**src/hw/mult_pkg.sv**
```systemverilog
`default_nettype none

package mult_pkg;

	// Operand width of the multiplier. The top level passes it down as WIDTH.
	parameter int MULT_WIDTH = 8;

	// One operand byte, as seen on the switches and in registers A and B.
	typedef logic signed [MULT_WIDTH-1:0] operand_t;

	// Sign-extended partial sum. The top bit becomes the new X.
	typedef logic signed [MULT_WIDTH:0] ext_t;

	// Full product held in {A, B} once the run is finished.
	typedef logic signed [2*MULT_WIDTH-1:0] product_t;

	// Each multiplier bit takes one ADD cycle followed by one SHIFT cycle.
	typedef enum logic [1:0] {
		IDLE,	// Waiting for run or clear_load.
		LOAD,	// Loads B and clears X and A.
		ADD,	// Adds or subtracts the multiplicand when m is set.
		SHIFT	// Shifts {X, A, B} right by one place.
	} seq_state_t;

endpackage

`default_nettype wire
```
**src/hw/mult_ctrl_if.sv**
```systemverilog
`timescale 1ns/1ps
`default_nettype none

// Control strobes from the sequencer to the register file, and the
// current multiplier bit going back the other way.
interface mult_ctrl_if;

	logic clr_ld;	// Load B from the switches and clear X and A.
	logic clr_a;	// Clear X and A when a run starts.
	logic add;	// Write A plus the multiplicand into {X, A}.
	logic sub;	// Write A minus the multiplicand into {X, A}.
	logic shift;	// Arithmetic shift of {X, A, B} right by one.
	logic m;	// Low bit of B.

	modport seq (
		output clr_ld,
		output clr_a,
		output add,
		output sub,
		output shift,
		input m
	);

	modport regs (
		input clr_ld,
		input clr_a,
		input add,
		input sub,
		input shift,
		output m
	);

endinterface

`default_nettype wire

```
**src/hw/serial_multiplier.sv**
```systemverilog
`timescale 1ns/1ps
`default_nettype none

module serial_multiplier import mult_pkg::*; #(
	parameter int WIDTH = MULT_WIDTH
) (
	input logic Clk,
	input logic rst_n,
	input operand_t switches,	// B on a load, the multiplicand during a run.
	input logic run,
	input logic clear_load,
	output logic x_out,
	output operand_t a_out,
	output operand_t b_out,
	output logic done
);

	// The operand types are sized from the package.
	if (WIDTH != MULT_WIDTH) begin : g_width_check
		$error("WIDTH must match MULT_WIDTH in mult_pkg.");
	end

	mult_ctrl_if ctrl ();

	ext_t sum;

	mult_sequencer #(
		.WIDTH(WIDTH)
	) mult_sequencer_i (
		.Clk(Clk),
		.rst_n(rst_n),
		.run(run),
		.clear_load(clear_load),
		.ctrl(ctrl.seq),
		.done(done)
	);

	add_sub_unit #(
		.WIDTH(WIDTH)
	) add_sub_unit_i (
		.a(a_out),
		.multiplicand(switches),
		.sub(ctrl.sub),
		.sum(sum)
	);

	product_regs #(
		.WIDTH(WIDTH)
	) product_regs_i (
		.Clk(Clk),
		.rst_n(rst_n),
		.switches(switches),
		.sum(sum),
		.ctrl(ctrl.regs),
		.x(x_out),
		.a(a_out),
		.b(b_out)
	);

endmodule

`default_nettype wire

```
**src/hw/mult_sequencer.sv**
```systemverilog
`timescale 1ns/1ps
`default_nettype none

module mult_sequencer import mult_pkg::*; #(
	parameter int WIDTH = MULT_WIDTH
) (
	input logic Clk,
	input logic rst_n,
	input logic run,
	input logic clear_load,
	mult_ctrl_if.seq ctrl,
	output logic done
);

	localparam int CNT_W = $clog2(WIDTH + 1);

	seq_state_t state;
	seq_state_t next_state;
	logic [CNT_W-1:0] bit_cnt;	// Index of the multiplier bit being worked on.
	logic start;
	logic last_bit;

	assign start = (state == IDLE) && run;	// Run has priority over clear_load.
	assign last_bit = (bit_cnt == CNT_W'(WIDTH - 1));

	// Strobes depend only on the state, the counter, m and run.
	always_comb begin
		next_state = state;
		ctrl.clr_ld = 1'b0;
		ctrl.clr_a = 1'b0;
		ctrl.add = 1'b0;
		ctrl.sub = 1'b0;
		ctrl.shift = 1'b0;

		unique case (state)
			IDLE: begin
				if (start) begin
					ctrl.clr_a = 1'b1;
					next_state = ADD;
				end else if (clear_load) begin
					next_state = LOAD;
				end
			end

			LOAD: begin
				ctrl.clr_ld = 1'b1;
				next_state = IDLE;
			end

			ADD: begin
				// The last bit of B is its sign bit, so it carries a negative weight.
				if (ctrl.m) begin
					if (last_bit)
						ctrl.sub = 1'b1;
					else
						ctrl.add = 1'b1;
				end
				next_state = SHIFT;
			end

			SHIFT: begin
				ctrl.shift = 1'b1;
				next_state = last_bit ? IDLE : ADD;
			end

			default: begin
				next_state = IDLE;
			end
		endcase
	end

	always_ff @(posedge Clk) begin
		if (!rst_n) begin
			state <= IDLE;
			bit_cnt <= '0;
			done <= 1'b0;
		end else begin
			state <= next_state;
			// Goes high on the same edge that writes the final shift.
			done <= (state == SHIFT) && last_bit;
			if (start)
				bit_cnt <= '0;
			else if (state == SHIFT && !last_bit)
				bit_cnt <= bit_cnt + 1'b1;
		end
	end

	a_strobes_exclusive : assert property (
		@(posedge Clk) disable iff (!rst_n)
		$onehot0({ctrl.clr_ld, ctrl.add, ctrl.sub, ctrl.shift})
	) else $error("More than one of clr_ld, add, sub and shift is active.");

	a_cnt_in_range : assert property (
		@(posedge Clk) disable iff (!rst_n)
		bit_cnt <= CNT_W'(WIDTH - 1)
	) else $error("Bit counter went past the last multiplier bit.");

endmodule

`default_nettype wire

```
**src/hw/product_regs.sv**
```systemverilog
`timescale 1ns/1ps
`default_nettype none

module product_regs import mult_pkg::*; #(
	parameter int WIDTH = MULT_WIDTH
) (
	input logic Clk,
	input logic rst_n,
	input operand_t switches,
	input ext_t sum,
	mult_ctrl_if.regs ctrl,
	output logic x,
	output operand_t a,
	output operand_t b
);

	product_t ab_shifted;

	// X fills the top of A and also stays in place, so the shift is arithmetic.
	// The low bit of A drops into the top of B and B's low bit falls off.
	assign ab_shifted = {x, a, b[WIDTH-1:1]};

	assign ctrl.m = b[0];	// The next multiplier bit to examine.

	always_ff @(posedge Clk) begin
		if (!rst_n) begin
			x <= 1'b0;
			a <= '0;
			b <= '0;
		end else if (ctrl.clr_ld) begin
			x <= 1'b0;
			a <= '0;
			b <= switches;
		end else if (ctrl.clr_a) begin
			x <= 1'b0;	// B is left alone so a run can chain on the last product.
			a <= '0;
		end else if (ctrl.add || ctrl.sub) begin
			{x, a} <= sum;
		end else if (ctrl.shift) begin
			a <= ab_shifted[2*WIDTH-1:WIDTH];
			b <= ab_shifted[WIDTH-1:0];
		end
	end

	a_add_sub_exclusive : assert property (
		@(posedge Clk) disable iff (!rst_n)
		!(ctrl.add && ctrl.sub)
	) else $error("add and sub were requested in the same cycle.");

	// Every partial sum is followed by its shift.
	a_sum_then_shift : assert property (
		@(posedge Clk) disable iff (!rst_n)
		(ctrl.add || ctrl.sub) |=> ctrl.shift
	) else $error("A partial sum was not followed by a shift.");

endmodule

`default_nettype wire

```
**src/hw/add_sub_unit.sv**
```systemverilog
`timescale 1ns/1ps
`default_nettype none

module add_sub_unit import mult_pkg::*; #(
	parameter int WIDTH = MULT_WIDTH
) (
	input operand_t a,
	input operand_t multiplicand,
	input logic sub,
	output ext_t sum
);

	ext_t a_ext;
	ext_t m_ext;
	ext_t m_op;
	ext_t carry_in;

	// One extra sign bit keeps the sum of two signed bytes from overflowing.
	assign a_ext = {a[WIDTH-1], a};
	assign m_ext = {multiplicand[WIDTH-1], multiplicand};

	// Subtraction is the inverted multiplicand plus one.
	assign m_op = sub ? ~m_ext : m_ext;
	assign carry_in = {{WIDTH{1'b0}}, sub};

	assign sum = a_ext + m_op + carry_in;	// Bit WIDTH becomes the new X.

endmodule

`default_nettype wire

```
**config.mk**
```make
export PLATFORM = sky130hd
export DESIGN_NAME = serial_multiplier
export DESIGN_NICKNAME = d
export VERILOG_FILES = /design/src/hw/mult_pkg.sv /design/src/hw/mult_ctrl_if.sv /design/src/hw/serial_multiplier.sv /design/src/hw/mult_sequencer.sv /design/src/hw/product_regs.sv /design/src/hw/add_sub_unit.sv
export SDC_FILE = /design/constraint.sdc
export NUM_CORES = 1
export LEC_CHECK = 0
export ABC_AREA = 0
export BUFFER_PORTS_ARGS = -buffer_cell sky130_fd_sc_hd__clkbuf_2
export CORE_ASPECT_RATIO = 0.5
export CORE_MARGIN = 2
export CORE_UTILIZATION = 40
export DETAILED_ROUTE_END_ITERATION = 8
export SLEW_MARGIN = 20
export SYNTH_ARGS = -nofsm -noshare
export SYNTH_HDL_FRONTEND = slang
export SYNTH_SLANG_ARGS = --single-unit
export TNS_END_PERCENT = 10
```
**constraint.sdc**
```tcl
create_clock -name Clk -period 6.2 [get_ports Clk]
set_input_delay 1.24 -clock Clk [delete_from_list [all_inputs] [get_ports Clk]]
set_output_delay 1.24 -clock Clk [all_outputs]
set_load 0.01 [all_outputs]
```
==> metrics.txt <==
status=finished clean; Tot Pwr=approximately 310 uW; Post-DRT Antenna Nets=0; Final min period=between 3 and 4 ns; share of the synthesized area in the top cell type=~33%; worst-path maximum fanout=19; ant diodes=0; First DRT Iteration DRCs=between 70 and 80; syn nets=around 190; sequential share of the synthesized area=roughly a third; nets@finish=between 200 and 250; TritonCTS Sinks=24; wire per inst=13.7 um; GP Congestion=0.814; Root Buffer=clkbuf_8; Primary FF master, synth=dfxtp_1; final hold vios=0; Post-CTS Setup Bufs=0; # DRC=0; total CTS buffers=3; I/O Buffers=29; Core Region=3470 sq um; Worst Path Required=between 6 and 7 ns; Tcrit/Tclk final=between 50% and 60%; Synth Register Bits=24; final-report max-slew violation count=0; setup TNS=0 ns; gate count after technology mapping=~170; initial antenna violation count=0; gr ovfl total=0; FP Rows=15; starting density of the core=42.4%; count leader, synth=nand2_1; Synth-to-Final Area Change=14.5%; via count=between 1,000 and 1,500; H-tree depth=1; Max Fclk=roughly 280 MHz; final WL=roughly 3400 um; Worst EP arrival=~3.7 ns; first-pass GRT wire length=roughly 5700 um; TritonCTS clock tree=built; die area=~4200 sq um; final core occ=48.5%; clk_skew=between 0.0015 and 0.002 ns; syn avg cell area=approximately 8.6 sq um; CP Launch Type=register; Slowest-stage cell, CP=dfxtp_1; warnings from Yosys=0; sequential standard cell area=480 sq um; Resized Gates After CTS=0; Cell Pwr Density=187 nW/um^2; vias in the first global route=roughly 1,100; Final setup viols=0; worst path cell trace=nand3b_1 > nor2_2 > xor2_1 > ha_1 > a21oi_1 > o21ai_1 > a41o_1 > or4b_1 > a311oi_2; Area contributors post-synth=dfxtp_1 (33%), ha_1 (7.7%), nand2_1 (7.7%); max_cap viols=0; HP Class=reg -> reg; leakage=between 0.0007 and 0.0008 uW; RSZ-0062 raised after global routing=false; Die X=between 80 and 90 um; largest net degree at the start of global routing=24; Critical Path Sink Type=register; number of enable flip-flop cells after synthesis=0; Fillers=~340; CTS clk-pin slew, worst paths=roughly 0.080 ns; mapped cell area=about 1500 sq um; CP delay by family, top=simple AND/OR/NAND/NOR gates; worst-margin pin slew=between 0.7 and 0.8 ns; Via density=5.17; Unique masters post-synth=45; Synth async-reset ratio=0%; First-pass DRT Iterations=4; kind of critical path=reg -> reg; io pins=30; commonest cells in the netlist=nand2_1 (30), dfxtp_1 (24), a21oi_1 (14), xor2_1 (11); clock buffer depth=2; Slew Limit Headroom=a little over 50%; GR Util All Layers=between 10% and 20%; ratio of cells with drive above 1 in the final layout=roughly a fifth; die height=approximately 47 um; worst path buffer plus inverter count=0; Worst-Skew Late Latency=0.26 ns; HPWL after DPL=2620 um; hold-fix buffers at CTS=0; VDD IR-drop max=about 0.091 mV; area leader, netlist=dfxtp_1; r2r setup slk=2.65 ns; area of the multi-input gates=940 sq um; peak per-stage delay on the critical path=0.80 ns
## metal layers
metal | vias to the layer above | track usage (%) | wire [um]
met4 | 0 | 2.46 | 0
met3 | 0 | 4.82 | 149
li1 | 672 | - | -
met2 | 22 | 27.1 | 1380
met5 | - | 0 | 0
met1 | 582 | 24.9 | 1860
## kinds of logic (layout without fill, tap and decap cells)
| kind of cell | after synthesis | count (layout) | synth area share [%] |
|---|---|---|---|
| simple gates | 56 | 56 | 17.4 |
| compound gates | 49 | 49 | 24.2 |
| flops | 24 | 24 | 32.7 |
| xor+xnor | 12 | 12 | 7.14 |
| buf+inv | 12 | 36 | 3.49 |
| fa+ha+maj | 10 | 10 | 9.01 |
| mux | 9 | 9 | 6.12 |
## registers in the layout (all words and copies together), names as in the netlist
| name | flops |
|---|---|
| product_regs_i.b | 8 |
| mult_sequencer_i.state | 2 |
| product_regs_i.a | 8 |
| mult_sequencer_i.done | 1 |
| product_regs_i.x | 1 |
| mult_sequencer_i.bit_cnt | 4 |
## tightest hold or removal path: stages, from the launching register on
cell and delay, ns:
dfxtp_1 0.33, nand2_1 0.06, a21oi_1 0.05
## layout by cell type (no fill, tap or decap), types with 2 or more instances in the layout
cell,netlist,routed
nand2_1,30,30
clkbuf_2,0,29
dfxtp_1,24,24
a21oi_1,14,14
xor2_1,11,11
nor2_1,9,9
mux2i_1,9,9
ha_1,9,9
o211a_1,7,7
o21ai_0,6,6
inv_1,4,4
nand3_1,3,3
and3_1,3,3
clkbuf_8,0,3
nand3b_1,2,2
nor3_1,2,2
o21ai_1,2,2
a31oi_1,2,2
o22ai_1,2,2
a211oi_1,2,2
## final cells by class
class | count | area share [%]
inverters | 4 | 0.891
flip-flops and latches | 24 | 28.5
multi-input cells | 136 | 55.8
well taps | 51 | 3.79
clock buffers | 3 | 2.45
repair buffers | 29 | 8.61
## stage by stage
stage | hold slack, ns | worst slack [ns] | instance area (sq um) | cells
6_report | 0.485 | 2.65 | 1690 | 247
3_5_place_dp | 0.473 | 2.71 | 1640 | 244
4_1_cts | 0.485 | 2.68 | 1690 | 247
3_3_place_gp | 0.470 | 2.80 | 1640 | 244
2_1_floorplan | 0.454 | 3.16 | 1470 | 172
5_1_grt | 0.515 | 2.39 | 1690 | 247
## power breakdown
group	internal (uW)	switching [uW]	total, uW
Sequential	161	11.2	172
Combinational	23.0	28.0	51.1
Clock	43.4	48.0	91.4
## path summary, 6_finish.rpt
kind                          startpoint                          end  depth (start not counted)
max reg2reg    mult_sequencer_i.state[1]             product_regs_i.x                          9
max            mult_sequencer_i.state[1]             product_regs_i.x                          9
min reg2reg  mult_sequencer_i.bit_cnt[1]  mult_sequencer_i.bit_cnt[1]                          2
min          mult_sequencer_i.bit_cnt[1]  mult_sequencer_i.bit_cnt[1]                          2
(Power assumes the default switching activity.)
